--- src/rtl/core_consts.svh ---
// Width, depth and latency constants plus RV32I opcode and funct encodings
`ifndef CORE_CONSTS_SVH
`define CORE_CONSTS_SVH

// Datapath width
`define CORE_XLEN 32

// Instruction memory geometry, depth in 32-bit words
`define CORE_IMEM_WORDS 256
`define CORE_IMEM_AW 8

// Register file size
`define CORE_NREGS 32

// Fetch request to response, in cycles
`define CORE_FETCH_LAT 2

// Major opcodes of the two supported groups
`define CORE_OP_REG 7'b0110011
`define CORE_OP_IMM 7'b0010011

// funct3 values
`define CORE_F3_ADD 3'h0
`define CORE_F3_XOR 3'h4
`define CORE_F3_OR 3'h6
`define CORE_F3_AND 3'h7

// funct7 values, register-register group only
`define CORE_F7_BASE 7'h00
`define CORE_F7_SUB 7'h20

`endif

--- src/rtl/core_pkg.sv ---
// Shared core types: words, instruction views and union, ALU ops, stage structs
`include "core_consts.svh"

package core_pkg;

    // Data or byte address word
    typedef logic [`CORE_XLEN-1:0] word_t;

    // Architectural register index
    typedef logic [4:0] reg_idx_t;

    // Register-register view, R-type layout
    typedef struct packed {
        logic [6:0] funct7;
        reg_idx_t   rs2;
        reg_idx_t   rs1;
        logic [2:0] funct3;
        reg_idx_t   rd;
        logic [6:0] opcode;
    } instr_r_t;

    // Register-immediate view, I-type layout
    typedef struct packed {
        logic [11:0] imm12;
        reg_idx_t    rs1;
        logic [2:0]  funct3;
        reg_idx_t    rd;
        logic [6:0]  opcode;
    } instr_i_t;

    // One fetched word, decoded through either view
    typedef union packed {
        instr_r_t r;
        instr_i_t i;
    } instr_u;

    typedef enum logic [2:0] {
        ALU_ADD,
        ALU_SUB,
        ALU_XOR,
        ALU_OR,
        ALU_AND
    } alu_op_e;

    // Fetch request, always accepted
    typedef struct packed {
        logic  valid;
        word_t addr;
    } imem_req_t;

    // Fetch response, address echoed back
    typedef struct packed {
        logic  valid;
        word_t addr;
        word_t data;
        logic  illegal;
    } imem_rsp_t;

    // Decode stage output
    typedef struct packed {
        logic     valid;
        word_t    pc;
        alu_op_e  alu_op;
        reg_idx_t rd;
        reg_idx_t rs1;
        reg_idx_t rs2;
        word_t    imm;
        logic     use_imm;
        logic     illegal;
    } dec_op_t;

    // Execute stage output, also the forwarding source
    typedef struct packed {
        logic     valid;
        word_t    pc;
        reg_idx_t rd;
        word_t    value;
        logic     illegal;
    } ex_res_t;

    // Retired instruction
    typedef struct packed {
        logic     valid;
        word_t    pc;
        reg_idx_t rd;
        word_t    value;
        logic     illegal;
    } retire_t;

endpackage : core_pkg

--- src/rtl/core_decode.sv ---
// PC sequencer, fetch request issue and decode register for the RV32I ALU groups
`include "core_consts.svh"

module core_decode (
    input  logic                clk,
    input  logic                rst_n,
    // Level run control, one fetch per cycle while high
    input  logic                run,
    output core_pkg::imem_req_t req,
    input  core_pkg::imem_rsp_t rsp,
    output core_pkg::dec_op_t   dec
);
    import core_pkg::*;

    // Byte address wrap at the end of instruction memory
    localparam word_t PC_MASK = word_t'(`CORE_IMEM_WORDS * 4 - 1);

    word_t   pc;
    word_t   pc_next;

    // Response word seen through both instruction views
    instr_u  instr;
    dec_op_t dec_d;

    // Request straight from run and the current pc
    assign req.valid = run;
    assign req.addr  = pc;

    assign pc_next = (pc + word_t'(4)) & PC_MASK;

    // Counter holds while stopped, resumes on next run
    always_ff @(posedge clk) begin
        if (!rst_n) begin
            pc <= '0;
        end else if (run) begin
            pc <= pc_next;
        end
    end

    assign instr = rsp.data;

    always_comb begin
        dec_d       = '0;
        dec_d.valid = rsp.valid;
        dec_d.pc    = rsp.addr;
        // rd, rs1 and funct3 share positions in both views
        dec_d.rd    = instr.r.rd;
        dec_d.rs1   = instr.r.rs1;
        // A fetch fault is passed on as illegal
        dec_d.illegal = rsp.illegal;

        // funct3 selects the operation in both groups
        case (instr.r.funct3)
            `CORE_F3_ADD: dec_d.alu_op = ALU_ADD;
            `CORE_F3_XOR: dec_d.alu_op = ALU_XOR;
            `CORE_F3_OR:  dec_d.alu_op = ALU_OR;
            `CORE_F3_AND: dec_d.alu_op = ALU_AND;
            default:      dec_d.illegal = 1'b1;
        endcase

        case (instr.r.opcode)
            `CORE_OP_REG: begin
                dec_d.rs2     = instr.r.rs2;
                dec_d.use_imm = 1'b0;
                // funct7 0x20 only valid with funct3 0, gives SUB
                if (instr.r.funct3 == `CORE_F3_ADD && instr.r.funct7 == `CORE_F7_SUB) begin
                    dec_d.alu_op = ALU_SUB;
                end else if (instr.r.funct7 != `CORE_F7_BASE) begin
                    dec_d.illegal = 1'b1;
                end
            end
            `CORE_OP_IMM: begin
                // 12-bit immediate, sign-extended to a full word
                dec_d.imm     = word_t'($signed(instr.i.imm12));
                dec_d.use_imm = 1'b1;
            end
            default: begin
                dec_d.illegal = 1'b1;
            end
        endcase
    end

    always_ff @(posedge clk) begin
        if (!rst_n) begin
            dec <= '0;
        end else begin
            dec <= dec_d;
        end
    end

    // Every response matches a request issued FETCH_LAT cycles before
    a_rsp_follows_req: assert property (
        @(posedge clk) disable iff (!rst_n)
        rsp.valid |-> $past(req.valid, `CORE_FETCH_LAT)
    ) else $error("fetch response without matching request");

endmodule : core_decode

--- config.mk ---
export PLATFORM = sky130hd
export DESIGN_NAME = core_decode
export DESIGN_NICKNAME = d
export VERILOG_FILES = /design/src/rtl/core_pkg.sv /design/src/rtl/core_decode.sv
export VERILOG_INCLUDE_DIRS = /design/src /design/src/rtl
export SDC_FILE = /design/constraint.sdc
export NUM_CORES = 1
export LEC_CHECK = 0
export BUFFER_PORTS_ARGS = -buffer_cell sky130_fd_sc_hd__buf_2
export CORE_MARGIN = 8
export CORE_UTILIZATION = 43
export CTS_CLUSTER_DIAMETER = 50
export DETAILED_ROUTE_END_ITERATION = 10
export PLACE_DENSITY = 0.85
export SLEW_MARGIN = 20
export SYNTH_ARGS = -nofsm -noshare
export SYNTH_HDL_FRONTEND = slang
export SYNTH_SLANG_ARGS = --single-unit
--- constraint.sdc ---
create_clock -name clk -period 2.8 [get_ports clk]
set_input_delay 0.42 -clock clk [delete_from_list [all_inputs] [get_ports clk]]
set_output_delay 0.42 -clock clk [all_outputs]
set_load 0.02 [all_outputs]
## After elaboration in Yosys (flattened, before gate mapping)

Index checks and enable logic that the tools add are counted.

- Flip-flop bits (word level): 75
- Input port bits: 69
- Logic and storage cells: 31

- Add/subtract/negate cells: 1
- Equal/unequal tests: 6
- Mux-type cells: 8
- Reduce and logical (&&, ||, !) cells: 6

Operator list:

| kind | number |
|---|---|
| $eq 7x6->1 const B | 2 |
| $add 10x3->10 const B | 1 |
| $eq 3x3->1 const B | 3 |
| $pmux 3 s3 | 1 |
| $eq 7x5->1 const B | 1 |
| $reduce_bool 7->1 | 1 |
| $mux 3 | 2 |
| $mux 1 | 4 |
| $reduce_and 2->1 | 2 |
| $reduce_or 4->1 | 1 |
| $logic_not 3->1 | 1 |
| $pmux 1 s2 | 1 |
| $logic_and 1x1->1 | 1 |

## Depth between registers and ports, before layout

- Depth after elaboration: 6
- Mapped depth: 4
- Gate-level depth less buffers: 4

## Worst setup path before layout

No wires, ideal clock.

- Path type: input to register
- From: in rsp[29] (netlist name)
- To: reg dec[0] (netlist name)
- Data arrival time: 1.293 ns
- Data required time: 2.666 ns
- Path slack: 1.372 ns
- Stages on the path: 3
- Buffers on the path: 0
- Cell sequence: or4_4 o41ai_2 a21oi_1

- Cells in the longest elaborated chain, start to end: 4
- Elaborated cells between the ends (all ways): 6

RTL lines:

| item | RTL line | source |
|---|---|---|
| start: declaration | core_decode.sv:10 | `input core_pkg::imem_rsp_t rsp,` |
| $reduce_bool 7->1 (no source line) or $eq 7x6->1 (tied branches) | n/a |  |
| $mux 1 or $logic_and 1x1->1 (tied branches) | n/a |  |
| $mux 1 * | core_decode.sv:66 | `` if (instr.r.funct3 == `CORE_F3_ADD && instr.r.funct7 == `CORE_F7_SUB) begin `` |
| $pmux 1 s2 * | core_decode.sv:61 | `case (instr.r.opcode)` |
| end signal: assignment | core_decode.sv:85 | `dec <= '0;` |
| end signal: assignment | core_decode.sv:87 | `dec <= dec_d;` |
| end: declaration | core_decode.sv:11 | `output core_pkg::dec_op_t dec` |

Every way passes the cells marked *; elsewhere a longest branch is shown, timed or not.
A chain may end at the register's enable or synchronous reset.

## Worst setup path after layout

- From: reg dec[13] (netlist name)
- To: out dec[28] (netlist name)

No word-level cell between the ends.

==> impl_metrics.toml <==
[die]
die-area_um2 = 8560
start_util_pct = 43.5
core_area_um2 = 5780
io_pins = 187
die_h_um = 92.5
fp.dieW_um = 92.5
num_rows = 28

[yosys]
synthesis.instances = 234
synth_area_um2 = 2520
syn_area_per_cell_um2 = 10.8
synth_edf_count = 0
synth_most_common_cell = "dfxtp_1"
synth-seq-cells = 73
synth.largest_area_cell = "dfxtp_1"
synth_top_cell_area_share_pct = 58.1
async_reset_ff_share_pct = 0
synth_ff_type = "dfxtp_1"
synth_seq_area_share_pct = 58.1
ys_top_cells_by_area = "dfxtp_1 58%, and2_1 15%, buf_4 13%"
synthTopCellsByCount = "73 x dfxtp_1, 60 x and2_1, 45 x buf_4"
synth_cell_types = 31
ys_warn_count = 0

[global_routing]
grt_overflow_total = 0
grt_first_pass_wirelength_um = 9580
grt_use_total_pct = 14.2
antenna_found_initial = 0
grt_pass1_vias = 2051
grt_start_max_net_pins = 47

[route]
wl_per_cell_um = 14.0
vias_per_cell = 4.21
num_vias = 1928
drtAntennaViolNets = 0
first_pass_iters = 4
totalWireLength_um = 6390
drt_drc_violations_left = 0
first_iter_violations = 40

[setup_path]
worst-path-buf-inv = 1
crit_family = "flip-flops"
critical_path_arrival_ns = 1.17
end_kind = "output pin"
crit_chain = "buf_2"
slowest_stage = "dfxtp_1"
path_class = "reg2out"
worstSetupStartpointType = "flip-flop"
crit_path_max_fanout = 21
cp.required_ns = 2.38
critPathMaxStageDelay_ns = 0.58

[final_layout]
drive_gt1_share_pct = 47.3
stdcell_count = 458
stdcell_area_um2 = 3320
antenna_cells = 0
nFillCells = 510
finalNetCount = 449
syn2layout_area_growth_pct = 31.9

[place]
placedCellCount = 443
dp_hpwl_um = 5210
io_buffers = 162
place.gp.congestion = 0.720
place_area_um2 = 3150

[pwr]
swShare_pct = 24.7
p_int_uw = 1530
p_seq_share_pct = 53.7
p_comb_share_pct = 11.0
power_leakage_uw = 0.00178
switchingPower_uw = 500
power_density_nw_per_um2 = 611
ir_drop_mv = 0.363
p_clk_share_pct = 35.3

[timing]
skew_ns = 0.00313
setup_tns_ns = 0
post-route-min-period_ns = 1.59
rsz0062_at_grt = "false"
drv_slew = 0
worstMarginPinSlew_ns = 0.770
final-hold-violation-count = 0
slew-limit-headroom_pct = 48.3
setup_viol = 0
fin_crit_sh_pct = 56.6
max_freq_mhz = 631

[clocking]
cts_resized = 0
cts_tree = "built"
cts_buffers = 9
clockRootBuffer = "clkbuf_8"
cts_sinks = 73
cts_buffer_depth = 2
postCtsSetupBuffers = 0
clk_latency_ns = 0.32
holdBufCountCts = 0
clkTransAtPathRegs_ns = 0.08
htreeDepth = 3

[run_status]
status = "finished clean"

[flow_run]
cap_violations = 0

[worst_hold_path]
hold_path_class = "in2reg"
[worst paths after layout]
path | start | to | slack, ns | cells after the start
setup / recovery | dec[13] | dec[28] | 1.21 | 1
hold / removal | rsp[39] | dec[58] | 0.29 | 2
setup reg to reg | pc[2] | pc[8] | 1.53 | 4
hold reg to reg | pc[9] | pc[9] | 0.49 | 2
[metrics by stage]
stage,hold WS [ns],utilization [%],setup slack [ns],total power [uW]
2_1_floorplan,0.542,-,1.37,1260
3_3_place_gp,0.469,54.4,1.11,1330
3_5_place_dp,0.487,54.4,1.11,1340
4_1_cts,0.274,57.4,1.18,2050
5_1_grt,0.265,57.4,1.07,2120
6_report,0.287,57.4,1.21,2030
[cells by family (layout without fill, tap and decap cells)]
family,after synthesis,in the layout,synth area share (%)
AO/OA/AOI/OAI,11,11,3.08
XOR/XNOR,4,4,1.39
adder cells (fa/ha/maj),1,1,0.497
buffers and inverters,54,180,14.9
flip-flops,73,73,58.1
multiplexers,1,1,0.398
other,1,24,0.149
AND/OR/NAND/NOR,89,89,21.5
[layer usage]
layer | vias to the layer above | wire length [um] | track usage, %
met5 | - | 0 | 0
met4 | 0 | 91 | 4.70
met3 | 10 | 891 | 9.71
met2 | 107 | 3200 | 24.8
met1 | 853 | 2210 | 13.0
li1 | 958 | - | -
[cell type report]
class                   count  area [um2]  area share, %
flip-flops and latches     73        1460           44.0
repair buffers            163         818           24.7
multi-input cells         130         766           23.1
clock buffers              13         159           4.79
well taps                  75        93.8           2.83
clock inverters             2        13.8          0.415
inverters                   2        7.51          0.226
[cells in the final DEF (no fill, tap or decap), types with 2 or more instances in the layout]
cell / count
dfxtp_1: 73
and2_1: 60
nand2_1: 4
a21oi_1: 4
o21ai_0: 3
nand3_1: 3
buf_2: 162
clkbuf_8: 11
or3_1: 3
nor2_1: 7
conb_1: 24
nor3_1: 2
xor2_1: 3
clkbuf_1: 2
nand4_1: 3
[registers in the layout, indices dropped and copies added, names as in the netlist]
signal	flops
pc	8
dec	65
[power by group through the flow]
stage	combinational (uW)	clock, uW	sequential [uW]
6_report	224	716	1090
3_3_place_gp	221	0	1110
3_5_place_dp	225	0	1110
2_1_floorplan	101	0	1160
4_1_cts	226	735	1090
5_1_grt	245	786	1090
Note: power is estimated with default switching activity, not from simulation.
