--- config.mk ---
export PLATFORM = sky130hd
export DESIGN_NAME = core_result
export DESIGN_NICKNAME = d
export VERILOG_FILES = /design/src/rtl/core_pkg.sv /design/src/rtl/core_result.sv
export VERILOG_INCLUDE_DIRS = /design/src /design/src/rtl
export SDC_FILE = /design/constraint.sdc
export NUM_CORES = 2
export LEC_CHECK = 0
export BUFFER_PORTS_ARGS = -buffer_cell sky130_fd_sc_hd__buf_2
export CAP_MARGIN = 20
export CORE_MARGIN = 2
export CORE_UTILIZATION = 40
export DETAILED_ROUTE_END_ITERATION = 6
export GPL_TIMING_DRIVEN = 0
export PLACE_DENSITY_LB_ADDON = 0.2
export SETUP_SLACK_MARGIN = 0.2
export SYNTH_ARGS = -nofsm -noshare
export SYNTH_HDL_FRONTEND = slang
export SYNTH_SLANG_ARGS = --single-unit
--- constraint.sdc ---
create_clock -name clk -period 11.2 [get_ports clk]
set_clock_uncertainty 0.15 [all_clocks]
set_input_delay 1.12 -clock clk [delete_from_list [all_inputs] [get_ports clk]]
set_output_delay 1.12 -clock clk [all_outputs]
set_load 0.005 [all_outputs]
--- src/rtl/core_consts.svh ---
// Width, depth and latency constants plus RV32I opcode and funct encodings
`ifndef CORE_CONSTS_SVH
`define CORE_CONSTS_SVH

// Datapath width
`define CORE_XLEN 32

// Instruction memory geometry, depth in 32-bit words
`define CORE_IMEM_WORDS 256
`define CORE_IMEM_AW 8

// Register file size
`define CORE_NREGS 32

// Fetch request to response, in cycles
`define CORE_FETCH_LAT 2

// Major opcodes of the two supported groups
`define CORE_OP_REG 7'b0110011
`define CORE_OP_IMM 7'b0010011

// funct3 values
`define CORE_F3_ADD 3'h0
`define CORE_F3_XOR 3'h4
`define CORE_F3_OR 3'h6
`define CORE_F3_AND 3'h7

// funct7 values, register-register group only
`define CORE_F7_BASE 7'h00
`define CORE_F7_SUB 7'h20

`endif

--- src/rtl/core_pkg.sv ---
// Shared core types: words, instruction views and union, ALU ops, stage structs
`include "core_consts.svh"

package core_pkg;

    // Data or byte address word
    typedef logic [`CORE_XLEN-1:0] word_t;

    // Architectural register index
    typedef logic [4:0] reg_idx_t;

    // Register-register view, R-type layout
    typedef struct packed {
        logic [6:0] funct7;
        reg_idx_t   rs2;
        reg_idx_t   rs1;
        logic [2:0] funct3;
        reg_idx_t   rd;
        logic [6:0] opcode;
    } instr_r_t;

    // Register-immediate view, I-type layout
    typedef struct packed {
        logic [11:0] imm12;
        reg_idx_t    rs1;
        logic [2:0]  funct3;
        reg_idx_t    rd;
        logic [6:0]  opcode;
    } instr_i_t;

    // One fetched word, decoded through either view
    typedef union packed {
        instr_r_t r;
        instr_i_t i;
    } instr_u;

    typedef enum logic [2:0] {
        ALU_ADD,
        ALU_SUB,
        ALU_XOR,
        ALU_OR,
        ALU_AND
    } alu_op_e;

    // Fetch request, always accepted
    typedef struct packed {
        logic  valid;
        word_t addr;
    } imem_req_t;

    // Fetch response, address echoed back
    typedef struct packed {
        logic  valid;
        word_t addr;
        word_t data;
        logic  illegal;
    } imem_rsp_t;

    // Decode stage output
    typedef struct packed {
        logic     valid;
        word_t    pc;
        alu_op_e  alu_op;
        reg_idx_t rd;
        reg_idx_t rs1;
        reg_idx_t rs2;
        word_t    imm;
        logic     use_imm;
        logic     illegal;
    } dec_op_t;

    // Execute stage output, also the forwarding source
    typedef struct packed {
        logic     valid;
        word_t    pc;
        reg_idx_t rd;
        word_t    value;
        logic     illegal;
    } ex_res_t;

    // Retired instruction
    typedef struct packed {
        logic     valid;
        word_t    pc;
        reg_idx_t rd;
        word_t    value;
        logic     illegal;
    } retire_t;

endpackage : core_pkg

--- src/rtl/core_result.sv ---
// Result stage: register file with write-back, two read ports and retire register
`include "core_consts.svh"

module core_result (
    input  logic                 clk,
    input  logic                 rst_n,
    input  core_pkg::ex_res_t    ex,
    // Read ports for execute
    input  core_pkg::reg_idx_t   rs1_idx,
    input  core_pkg::reg_idx_t   rs2_idx,
    output core_pkg::word_t      rs1_val,
    output core_pkg::word_t      rs2_val,
    output core_pkg::retire_t    retire
);
    import core_pkg::*;

    word_t regs [`CORE_NREGS];

    logic  wr_en;

    // Illegal ops and x0 targets write nothing
    assign wr_en = ex.valid && !ex.illegal && (ex.rd != '0);

    // Write at the end of the ex cycle
    always_ff @(posedge clk) begin
        if (!rst_n) begin
            for (int i = 0; i < `CORE_NREGS; i++) begin
                regs[i] <= '0;
            end
        end else if (wr_en) begin
            regs[ex.rd] <= ex.value;
        end
    end

    // x0 hardwired to zero on read
    assign rs1_val = (rs1_idx == '0) ? '0 : regs[rs1_idx];
    assign rs2_val = (rs2_idx == '0) ? '0 : regs[rs2_idx];

    // Retire one cycle after ex, unchanged
    always_ff @(posedge clk) begin
        if (!rst_n) begin
            retire <= '0;
        end else begin
            retire.valid   <= ex.valid;
            retire.pc      <= ex.pc;
            retire.rd      <= ex.rd;
            retire.value   <= ex.value;
            retire.illegal <= ex.illegal;
        end
    end

    // x0 storage stays at its reset value through all write-backs
    a_x0_stable: assert property (
        @(posedge clk) disable iff (!rst_n)
        $stable(regs[0])
    ) else $error("register x0 changed to 0x%08h", regs[0]);

endmodule : core_result

======== Yosys cells after proc, flatten, opt, wreduce, memory -nomap -nowiden ========
Memories as Yosys holds them, arrays and structs flattened.
Cells that the tools add are included.
cells by class
  reductions and logical operators ........ 7
  muxes and demuxes ....................... 9
operators with widths
  operator             number
  2-to-1 mux 32 bit    3
  OR reduction 32 bit  1
  logical NOT 5 bit    2
  2-to-1 mux 1 bit     5
  2-to-1 mux 5 bit     1
  nonzero test 5 bit   1
  logical AND 1 bit    2
  logical NOT 1 bit    1
storage, ports and cells
  input port bits ......................... 83
  output and inout port bits .............. 135
  memories ................................ 1
  bits in writable memories ............... 1024
  word-level logic and storage cells ...... 22
  register bits after elaboration ......... 71
memories
  memory  depth  bits a word  read ports  clocked after Yosys merged registers in  wr ports  RTL line           text
  regs    32     32           2           0                                        32        core_result.sv:17  word_t regs [`CORE_NREGS];

======== Depth between registers and ports, before layout ========
  depth in word-level cells ............... 8
  mapped depth ............................ 9
  gate-level depth less buffers ........... 4

======== Worst setup path before layout ========
Ideal clock, no wire load.
  path type ............................... input-to-reg
  from .................................... in ex[0] in the netlist's numbering
  to ...................................... mem regs[24][0] in the netlist's numbering (enable)
  path slack .............................. 6464 ps
  arrival time ............................ 4120 ps
  stages .................................. 4
  data required time ...................... 10584 ps
  path buffers ............................ 1
  library setup time ...................... 466 ps
  cell sequence ........................... nand3b_1 -> or3_1 -> clkbuf_1 -> o21ai_0
RTL lines
  what                RTL line           text
  start: declaration  core_result.sv:7   input core_pkg::ex_res_t ex,
  end: declaration    core_result.sv:17

======== Worst setup path after layout ========
  from .................................... in rs2_idx[2]
  to ...................................... out rs2_val[15]
on the way
  cells in the longest elaborated chain, start to end .. 2
  elaborated cells between the ends (all ways) .. 3
  those cells by class .................... mux: 1; reduce/logical: 1; memory: 1
ends and longest elaborated chain
  what                                                       RTL line           text
  start: declaration                                         core_result.sv:10  input core_pkg::reg_idx_t rs2_idx,
  memory (32 x 32 bit) or logical NOT 5 bit (tied branches)  n/a
  2-to-1 mux 32 bit *                                        core_result.sv:37  assign rs2_val = (rs2_idx == '0) ? '0 : regs[rs2_idx];
  end: declaration                                           core_result.sv:12  output core_pkg::word_t rs2_val,
Every way passes the cells marked *; elsewhere a longest branch is shown, timed or not.

==> run_results.csv <==
group,metric,value,unit
outcome,status,"complete, no violations",
yosys,synth-edff-count,1024,
finish,fin_nets,4200,
yosys,netlist_instances,3661,
clocking,clk_pin_slew,0.06,ns
floorplanning,rows,137,
drt,drc_errors,0,
clocking,postCtsSetupRepairBufs,0,
worst_hold_path,hold_depth,2,
global_routing,gr-total-overflow,0,
sta,min_period,6.665,ns
yosys,ys_ff_latch,1095,
critical_path,start_kind,"primary input",
critical_path,crit_chain,"buf_2 -> buf_2 -> buf_2 -> nand3b_1 -> clkbuf_1 -> o22ai_1 -> a2111oi_1 -> clkbuf_2 -> nor3_1 -> buf_2",
yosys,synth_cell_type_count,41,
global_routing,grt_pass1_wl,306500,um
place,place_inst,5851,
drt,wirelength,228900,um
yosys,synthArstFlopShare,0,%
drt,num_vias,37920,
critical_path,cp-end-kind,"output port",
power,power_leakage,23.04,nW
floorplanning,core_area,139400,um^2
sta,fmax,0.1500,GHz
finish,area_growth,17.29,%
worst_hold_path,holdPathEnd,"retire[39]",
critical_path,cp_data_arrival_time,5.39,ns
drt,viasPerCell,6.213,
clocking,postCtsHoldBufs,0,
worst_hold_path,min_path_type,"in2reg",
yosys,yosysSeqAreaShare,57.28,%
floorplanning,die_area,143400,um^2
critical_path,path_delay_family,"buffers and inverters",
critical_path,required,9.93,ns
floorplanning,io_pins,218,
clocking,numCtsBuffers,130,
yosys,yosysWarnings,0,
floorplanning,die_y,378.7,um
finish,final_layout_size_suffix_gt1_share,26.67,%
clocking,cts_tree,"done",
clocking,cts_resized,0,
sta,period_share,59.51,%
sta,final-hold-violation-count,0,
yosys,yosysTopAreaCellShare,54.74,%
drt,drtPass1Iterations,6,
yosys,synth-main-ff-cell,"edfxtp_1",
drt,wl_per_cell,37.50,um
worst_hold_path,hp-start,"ex[39]",
global_routing,antenna_found_initial,19,
yosys,synthTopCellsByArea,"edfxtp_1 55%, mux4_2 19%, and2_1 12%",
critical_path,critPathBufInv,6,
clocking,cts_root_buf,"clkbuf_16",
finish,layout_commonest_cell,"and2_1",
drt,antenna_left,0,
sta,slew_headroom,12.10,%
finish,multi_input_area,22570,um^2
critical_path,worstPathMaxFanout,10,
place,hpwl,164200,um
clocking,cts.sinks,1095,
sta,tightest_slew,1.318,ns
finish,final_cell_mix,"1067 x and2_1, 1024 x edfxtp_1, 469 x mux4_2",
finish,regArea,32170,um^2
sta,rsz0062_at_grt,"no",
finish,nFillCells,12070,
power,power_density,157.7,nW/um^2
global_routing,grt_pass1_vias,36880,
critical_path,slowest_stage,"buf_2",
finish,layout.cells.non_filler,6103,
place,gp_congestion,1.006,
yosys,yosysTopAreaCell,"edfxtp_1",
clocking,htreeDepth,4,
drt,first_iter_violations,6178,
yosys,synth_area,56170,um^2
floorplanning,start_util,40.30,%
flow_run,maxCapViolations,0,
place,io_buffers,211,
yosys,syn_avg_cell_area,15.34,um^2
critical_path,worstSetupPathType,"in2out",
floorplanning,fp.dieW,378.7,um
global_routing,track_usage,31.83,%
sta,setup_viol,0,
sta,setup_tns,0,ns
critical_path,cpMostUsedCell,"buf_2",
power,ir_worst_vdd,0.0001164,V
global_routing,grt_start_max_net_pins,24,
clocking,clock_path_buffers,3,
critical_path,slowest_delay,0.73,ns
sta,final_max_slew_viol_count,0,
[report_power, final]
group	total, mW	internal (mW)	switching, mW
combinational	1.34	0.531	0.806
clock	4.25	2.44	1.81
sequential	4.80	4.69	0.113
[flip-flops by register name, indices dropped and copies added (netlist names)]
signal,cells
regs,1024
retire,71
[synth_stat cells, types with 2 or more instances]
master and count:
a22o_1 52, o221ai_1 29, and2_1 1067, nand2_1 8
and3_1 3, buf_8 3, or3_1 2, a21oi_1 11
o22ai_1 78, edfxtp_1 1024, nor2_1 35, a211oi_1 30
a22oi_1 19, or2_2 4, buf_6 21, nor3_1 55
a2111oi_1 4, inv_1 2, clkbuf_1 276, or3b_2 4
buf_2 46, nand3_1 4, buf_1 15, mux2_2 31
nand3b_1 6, mux2i_1 158, dfxtp_1 71, o211ai_1 3
o21ai_0 30, a32o_1 4, a2111oi_0 27, nor4_1 6
and3b_1 2, nand2b_1 8, buf_4 36, a221oi_1 3
nor2b_1 12, mux4_2 469
[kinds of logic (layout without fill, tap and decap cells)]
| kind of cell | count (synthesis) | in the layout | synth area share, % |
|---|---|---|---|
| DFF | 1095 | 1095 | 57.28 |
| muxes | 658 | 658 | 22.24 |
| buffers and inverters | 400 | 927 | 3.386 |
| and+or+nand+nor | 1217 | 1217 | 13.29 |
| AOI/OAI and AO/OA | 290 | 290 | 3.802 |
| other | 1 | 40 | 0.006676 |
[worst max-delay path by stage]
stage / from / to / slack [ns] / cells past startpoint
floorplan: ex[0] / regs[24][0] / 6.46 / 4
global placement: ex[33] / regs[6][23] / 2.79 / 5
detailed placement: rs2_idx[2] / rs2_val[14] / 4.72 / 10
CTS: rs2_idx[2] / rs2_val[14] / 4.72 / 10
global route: rs2_idx[2] / rs2_val[15] / 4.66 / 10
finish: rs2_idx[2] / rs2_val[15] / 4.54 / 10
[metal layers]
metal  track usage [%]  up-vias  share of wire (%)
li1                  -    15020                  -
met4             15.09        4                5.2
met2             48.10     2781                 45
met5                 0        -              0.012
met1             42.04    19550                 37
met3             9.578      569                 12
[final cells by class]
cell class | instances | area share [%]
Sequential cell | 1095 | 48.83
Multi-Input combinational cell | 2197 | 34.26
Clock buffer | 165 | 5.346
Timing Repair Buffer | 293 | 4.123
Tap cell | 1876 | 3.563
Buffer | 398 | 2.881
Clock inverter | 69 | 0.9572
Antenna cell | 8 | 0.03039
Inverter | 2 | 0.01140
[metrics by stage]
step	utilization [%]	hold WS (ns)	worst slack, ns	cell area [um^2]	power [mW]
finish	47.27	0.3902	4.535	65880	10.39
global route	47.26	0.3749	4.664	65860	10.57
CTS	47.18	0.3536	4.716	65740	10.33
detailed placement	44.20	1.179	4.721	61590	6.171
global placement	42.83	1.174	2.794	59690	6.112
floorplan	-	1.092	6.464	56290	5.522
(Power assumes the default switching activity.)
