===== src/rtl/core_consts.svh =====
// Width, depth and latency constants plus RV32I opcode and funct encodings
`ifndef CORE_CONSTS_SVH
`define CORE_CONSTS_SVH

// Datapath width
`define CORE_XLEN 32

// Instruction memory geometry, depth in 32-bit words
`define CORE_IMEM_WORDS 256
`define CORE_IMEM_AW 8

// Register file size
`define CORE_NREGS 32

// Fetch request to response, in cycles
`define CORE_FETCH_LAT 2

// Major opcodes of the two supported groups
`define CORE_OP_REG 7'b0110011
`define CORE_OP_IMM 7'b0010011

// funct3 values
`define CORE_F3_ADD 3'h0
`define CORE_F3_XOR 3'h4
`define CORE_F3_OR 3'h6
`define CORE_F3_AND 3'h7

// funct7 values, register-register group only
`define CORE_F7_BASE 7'h00
`define CORE_F7_SUB 7'h20

`endif


===== src/rtl/core_pkg.sv =====
// Shared core types: words, instruction views and union, ALU ops, stage structs
`include "core_consts.svh"

package core_pkg;

    // Data or byte address word
    typedef logic [`CORE_XLEN-1:0] word_t;

    // Architectural register index
    typedef logic [4:0] reg_idx_t;

    // Register-register view, R-type layout
    typedef struct packed {
        logic [6:0] funct7;
        reg_idx_t   rs2;
        reg_idx_t   rs1;
        logic [2:0] funct3;
        reg_idx_t   rd;
        logic [6:0] opcode;
    } instr_r_t;

    // Register-immediate view, I-type layout
    typedef struct packed {
        logic [11:0] imm12;
        reg_idx_t    rs1;
        logic [2:0]  funct3;
        reg_idx_t    rd;
        logic [6:0]  opcode;
    } instr_i_t;

    // One fetched word, decoded through either view
    typedef union packed {
        instr_r_t r;
        instr_i_t i;
    } instr_u;

    typedef enum logic [2:0] {
        ALU_ADD,
        ALU_SUB,
        ALU_XOR,
        ALU_OR,
        ALU_AND
    } alu_op_e;

    // Fetch request, always accepted
    typedef struct packed {
        logic  valid;
        word_t addr;
    } imem_req_t;

    // Fetch response, address echoed back
    typedef struct packed {
        logic  valid;
        word_t addr;
        word_t data;
        logic  illegal;
    } imem_rsp_t;

    // Decode stage output
    typedef struct packed {
        logic     valid;
        word_t    pc;
        alu_op_e  alu_op;
        reg_idx_t rd;
        reg_idx_t rs1;
        reg_idx_t rs2;
        word_t    imm;
        logic     use_imm;
        logic     illegal;
    } dec_op_t;

    // Execute stage output, also the forwarding source
    typedef struct packed {
        logic     valid;
        word_t    pc;
        reg_idx_t rd;
        word_t    value;
        logic     illegal;
    } ex_res_t;

    // Retired instruction
    typedef struct packed {
        logic     valid;
        word_t    pc;
        reg_idx_t rd;
        word_t    value;
        logic     illegal;
    } retire_t;

endpackage : core_pkg


===== src/rtl/core_execute.sv =====
// Execute stage: register read with one-stage forwarding, ALU and ex register
module core_execute (
    input  logic                 clk,
    input  logic                 rst_n,
    input  core_pkg::dec_op_t    dec,
    // Register file read ports, combinational
    output core_pkg::reg_idx_t   rs1_idx,
    output core_pkg::reg_idx_t   rs2_idx,
    input  core_pkg::word_t      rs1_val,
    input  core_pkg::word_t      rs2_val,
    output core_pkg::ex_res_t    ex
);
    import core_pkg::*;

    // Forward hits from the ex register
    logic    fwd_rs1;
    logic    fwd_rs2;

    word_t   op_a;
    word_t   op_b_reg;
    word_t   op_b;
    word_t   alu_out;

    assign rs1_idx = dec.rs1;
    assign rs2_idx = dec.rs2;

    // ex holds the previous instruction, not yet visible in the register file
    assign fwd_rs1 = ex.valid && !ex.illegal && (ex.rd != '0) && (ex.rd == dec.rs1);
    assign fwd_rs2 = ex.valid && !ex.illegal && (ex.rd != '0) && (ex.rd == dec.rs2);

    assign op_a     = fwd_rs1 ? ex.value : rs1_val;
    assign op_b_reg = fwd_rs2 ? ex.value : rs2_val;

    // Immediate replaces rs2 for the I group
    assign op_b = dec.use_imm ? dec.imm : op_b_reg;

    always_comb begin
        case (dec.alu_op)
            ALU_ADD: alu_out = op_a + op_b;
            ALU_SUB: alu_out = op_a - op_b;
            ALU_XOR: alu_out = op_a ^ op_b;
            ALU_OR:  alu_out = op_a | op_b;
            ALU_AND: alu_out = op_a & op_b;
            default: alu_out = '0;
        endcase
    end

    // Result register, also the forwarding source
    always_ff @(posedge clk) begin
        if (!rst_n) begin
            ex <= '0;
        end else begin
            ex.valid   <= dec.valid;
            ex.pc      <= dec.pc;
            ex.rd      <= dec.rd;
            ex.value   <= alu_out;
            ex.illegal <= dec.illegal;
        end
    end

endmodule : core_execute


===== config.mk =====
export PLATFORM = sky130hd
export DESIGN_NAME = core_execute
export DESIGN_NICKNAME = d
export VERILOG_FILES = /design/src/rtl/core_pkg.sv /design/src/rtl/core_execute.sv
export VERILOG_INCLUDE_DIRS = /design/src /design/src/rtl
export SDC_FILE = /design/constraint.sdc
export NUM_CORES = 1
export LEC_CHECK = 0
export BUFFER_PORTS_ARGS = -buffer_cell sky130_fd_sc_hd__buf_2
export CORE_MARGIN = 2
export CORE_UTILIZATION = 42
export DETAILED_ROUTE_END_ITERATION = 10
export MAX_ROUTING_LAYER = met4
export PLACE_DENSITY = 0.78
export REMOVE_ABC_BUFFERS = 1
export SLEW_MARGIN = 25
export SYNTH_ARGS = -nofsm -noshare
export SYNTH_HDL_FRONTEND = slang
export SYNTH_SLANG_ARGS = --single-unit

===== constraint.sdc =====
create_clock -name clk -period 10.3 [get_ports clk]
set_clock_uncertainty 0.15 [all_clocks]
set_input_delay 1.545 -clock clk [delete_from_list [all_inputs] [get_ports clk]]
set_output_delay 1.545 -clock clk [all_outputs]
set_load 0.005 [all_outputs]

; Yosys cells after proc, flatten, opt, wreduce, memory -nomap -nowiden
; Cells that the tools add are included.
[word_totals]
ff_bits = 71
latch_bits = 0
mem_bits_rw = 0
romBits = 0
in_bits = 151
out_inout_bits = 81
memories = 0
[classes]
n_addsub = 2
n_mul = 0
div = 0
n_lt_le_gt_ge = 0
n_eq_ne = 6
shifts = 0
n_mux = 4
bitwise = 3
n_reduce_logical = 7
[ops]
columns = op, n
row1 = $pmux W32 S5, 1
row2 = $mux W32, 3
row3 = $add A32 B32 Y32, 1
row4 = $and A32 B32 Y32, 1
row5 = $or A32 B32 Y32, 1
row6 = $sub A32 B32 Y32, 1
row7 = $xor A32 B32 Y32, 1
row8 = $eq A5 B5 Y1, 2
row9 = $eq A3 B2 Y1 const B, 2
row10 = $reduce_bool A5 Y1, 1
row11 = $logic_and A1 B1 Y1, 4
row12 = $eq A3 B1 Y1 const B, 1
row13 = $eq A3 B3 Y1 const B, 1
row14 = $logic_not A3 Y1, 1
row15 = $logic_not A1 Y1, 1

; Depth between registers and ports, before layout
[depth]
ltp_word = 8
ltp_mapped = 26

; Worst setup path before layout
; Ideal clock, no wire load.
[synth_timing]
kind = in2reg
from = input dec[1] in the netlist's numbering
to = register ex[32] in the netlist's numbering
setup_ns = 0.077
arrival_ns = 6.390
required_ns = 10.073
slack_ns = 3.683
path_stages = 22
path_buffers = 5
cell_sequence = clkbuf_1 -> clkbuf_1 -> clkbuf_1 -> clkbuf_1 -> clkbuf_1 -> o21a_1 -> ha_1 -> nand2_1 -> nor3_1 -> nand2_1 -> o31ai_1 -> xnor2_1 -> ha_1 -> a21o_1 -> a21oi_1 -> nor3b_1 -> o211ai_1 -> a31o_2 -> a221o_1 -> a21oi_1 -> xnor3_1 -> o22ai_1
[synth_between]
elab_chain_cells = 3
[synth_lines]
columns = item, line_no
row1 = start: declaration, core_execute.sv:5  ; input core_pkg::dec_op_t dec,
row2 = $mux W32 *, core_execute.sv:35  ; assign op_b = dec.use_imm ? dec.imm : op_b_reg;
row3 = $sub A32 B32 Y32 (tied with other cells), core_execute.sv:40  ; ALU_SUB: alu_out = op_a - op_b;
row4 = $pmux W32 S5 *, core_execute.sv:38  ; case (dec.alu_op)
row5 = end: declaration, core_execute.sv:11  ; output core_pkg::ex_res_t ex
; Mark *: on every way between the ends. The rest lies on a longest branch, timed or not.
; A chain may end at the register's enable or synchronous reset.

; Worst setup path in the final report
[layout_timing]
from = input dec[37] in the netlist's numbering
to = register ex[32] in the netlist's numbering
[layout_between]
elab_chain_cells = 6
[layout_lines]
columns = item, line_no
row1 = $eq A5 B5 Y1 *, core_execute.sv:29  ; assign fwd_rs2 = ex.valid && !ex.illegal && (ex.rd != '0) && (ex.rd == dec.rs2);
row2 = $logic_and A1 B1 Y1 *, core_execute.sv:29
row3 = $mux W32 *, core_execute.sv:32  ; assign op_b_reg = fwd_rs2 ? ex.value : rs2_val;
row4 = $mux W32 *, core_execute.sv:35
row5 = $sub A32 B32 Y32 (tied with other cells), core_execute.sv:40
row6 = $pmux W32 S5 *, core_execute.sv:38
; Marked as above.

==> impl_metrics.yaml <==
layout:
  regMostFlops: "ex"
  largest_reg_flops: 71
  drive_gt1_share_pct: 24.8
  final_util_pct: 52.0
  diodes: 0
  area.sequential_um2: 1420
  area_delta_synth_final_pct: 22.2
  multi_input_area_um2: 5300
  top_regs: "ex x71"
  fillers: 1675
  nNetsFinal: 1362
pwr:
  power.leakage_nw: 4.56
  p_per_area_nw_per_um2: 122
  ir_drop_mv: 0.0859
  finalPower_mw: 1.08
synthesis:
  synth.avg_cell_area_um2: 7.96
  synth_cell_types: 69
  synth-async-reset-ratio_pct: 0
  synth_largest_area_cell: "dfxtp_1"
  yosysTopAreaCellShare_pct: 19.5
  syn-cell-area_um2: 7290
  synth_warnings: 0
  yosysMostFrequentCell: "ha_1"
  synth_enable_flop_cells: 0
  synthTopCellsByCount: "ha_1 (97), inv_1 (85), nor2_1 (81), dfxtp_1 (71), mux2i_1 (69)"
  synth_cells: 915
  synth_seq_area_share_pct: 19.5
  synth-seq-cells: 71
  synth_area_leaders: "dfxtp_1 (20%), ha_1 (17%), mux2i_1 (9.5%)"
  synth-main-ff-cell: "dfxtp_1"
placement:
  hpwl_um: 18100
  place.gp.congestion: 0.953
  portBuffers: 231
critical_path:
  start_kind: "input pin"
  crit_fanout: 25
  endpoint_kind: "flip-flop"
  critPathRequiredTime_ns: 10.42
  crit_type: "in2reg"
  arrival_ns: 7.41
clocking:
  htree_levels: 3
  cts_buffers: 9
  cts_tree: "done"
  cts_buffer_depth: 2
  cts_root_buf: "clkbuf_16"
  clk_latency_ns: 0.35
  cts_resized: 0
  clk_pin_slew_worst_paths_ns: 0.07
  post_cts_buffers: 0
  cts_hold_buf: 0
  clock_sinks: 71
timing:
  setup_violations: 0
  fin_tns_setup_ns: 0
  max-slew-margin-rel_pct: 38.5
  min_period_over_period_pct: 70.7
  tightest_slew_ns: 0.923
  slew_viol_final: 0
  rsz0062_at_grt: "no"
  hold_viol: 0
  min_period_ns: 7.28
  max_freq_mhz: 137
floorplan:
  num_rows: 48
  pin_count: 232
  initial_utilization_pct: 42.6
  dieWidth_um: 136
  core_um2: 17100
  die_area_um2: 18400
  die_h_um: 136
run:
  drv_cap: 0
drt:
  ant_nets: 0
  drc: 0
  wl_per_cell_um: 17.3
  vias: 7316
  dr.pass1.iters: 5
  wl_um: 23200
  vias_per_cell: 5.45
  first_iter_violations: 492
global_routing:
  grt_pass1_wl_um: 36400
  grt_max_degree: 50
  grt_util_all_layers_pct: 25.9
  first_global_vias: 7225
  grt-ovfl-total: 0
  antenna_found_initial: 0
hold_path:
  hold_path_class: "reg2reg"
outcome:
  run_status: "finished, final reports clean"
## cells in the final DEF (no fill, tap or decap), types with 18 or more instances in the layout
cell,n
a222oi_1,18
inv_1,85
o21ai_0,40
dfxtp_1,71
nand2_1,49
mux2i_1,69
a21oi_1,56
a21o_1,26
nor2_1,81
and2_1,44
xnor2_1,52
ha_1,97
buf_2,231
## worst paths after layout
kind | from | cells after the start | to | slack, ns
min | ex[28] | 5 | ex[28] | 0.73
max | dec[37] | 23 | ex[32] | 3.02
max reg2reg | ex[36] | 21 | ex[32] | 3.83
min reg2reg | ex[28] | 5 | ex[28] | 0.73
## critical path, cell delays in order
cell	delay [ns]
buf_2	0.12
xnor2_1	0.18
and4_1	0.61
nand2_4	0.42
nand2_1	0.18
a21oi_1	0.08
a21oi_1	0.30
ha_1	0.24
nand2_1	0.06
nor3_1	0.60
nand2_1	0.28
o31ai_1	0.32
xnor2_1	0.18
ha_1	0.33
a21o_1	0.20
a21oi_1	0.17
nor3b_1	0.19
o211ai_1	0.11
a31o_2	0.28
a221o_1	0.35
a21oi_1	0.15
xnor3_1	0.40
o22ai_1	0.12
## final cells by class
cell class / instances / area share (%)
Sequential cell: 71 / 16.0
Clock inverter: 6 / 1.29
Timing Repair Buffer: 240 / 13.7
Multi-Input combinational cell: 706 / 59.6
Tap cell: 225 / 3.16
Inverter: 85 / 3.58
Clock buffer: 10 / 2.68
## metrics by stage
step                      hold WS [ns]  setup WS, ns  instances  cell area, um^2
final                            0.730          3.02       1343             8900
after global routing             0.799          2.64       1343             8900
after CTS                        0.741          3.08       1343             8900
after detailed placement         0.726          2.71       1327             8550
after global placement           0.703          2.89       1327             8550
after floorplan                  0.661         0.433        862             7030
## power breakdown
| group | internal, mW | switching (mW) |
|---|---|---|
| Sequential | 0.292 | 0.0128 |
| Clock | 0.245 | 0.137 |
| Combinational | 0.176 | 0.220 |
## metal layers
| layer | vias up | track usage, % | share of wire [%] | routed length, um |
|---|---|---|---|---|
| met5 | - | - | 0 | 0 |
| met4 | 0 | 10.7 | 3.0 | 701 |
| met3 | 48 | 3.78 | 7.6 | 1760 |
| met2 | 327 | 42.5 | 46 | 10700 |
| met1 | 3341 | 32.0 | 43 | 9960 |
| li1 | 3600 | - | - | - |
## cell families after synthesis
kind of cell,Yosys count,share of synthesized area [%]
AND/OR/NAND/NOR,249,17.2
AO/OA/AOI/OAI,222,20.5
buffers and inverters,138,7.83
adder cells (fa/ha/maj),98,16.9
multiplexers,74,10.3
flip-flops,71,19.5
XOR/XNOR,63,7.76
(Power assumes the default switching activity.)
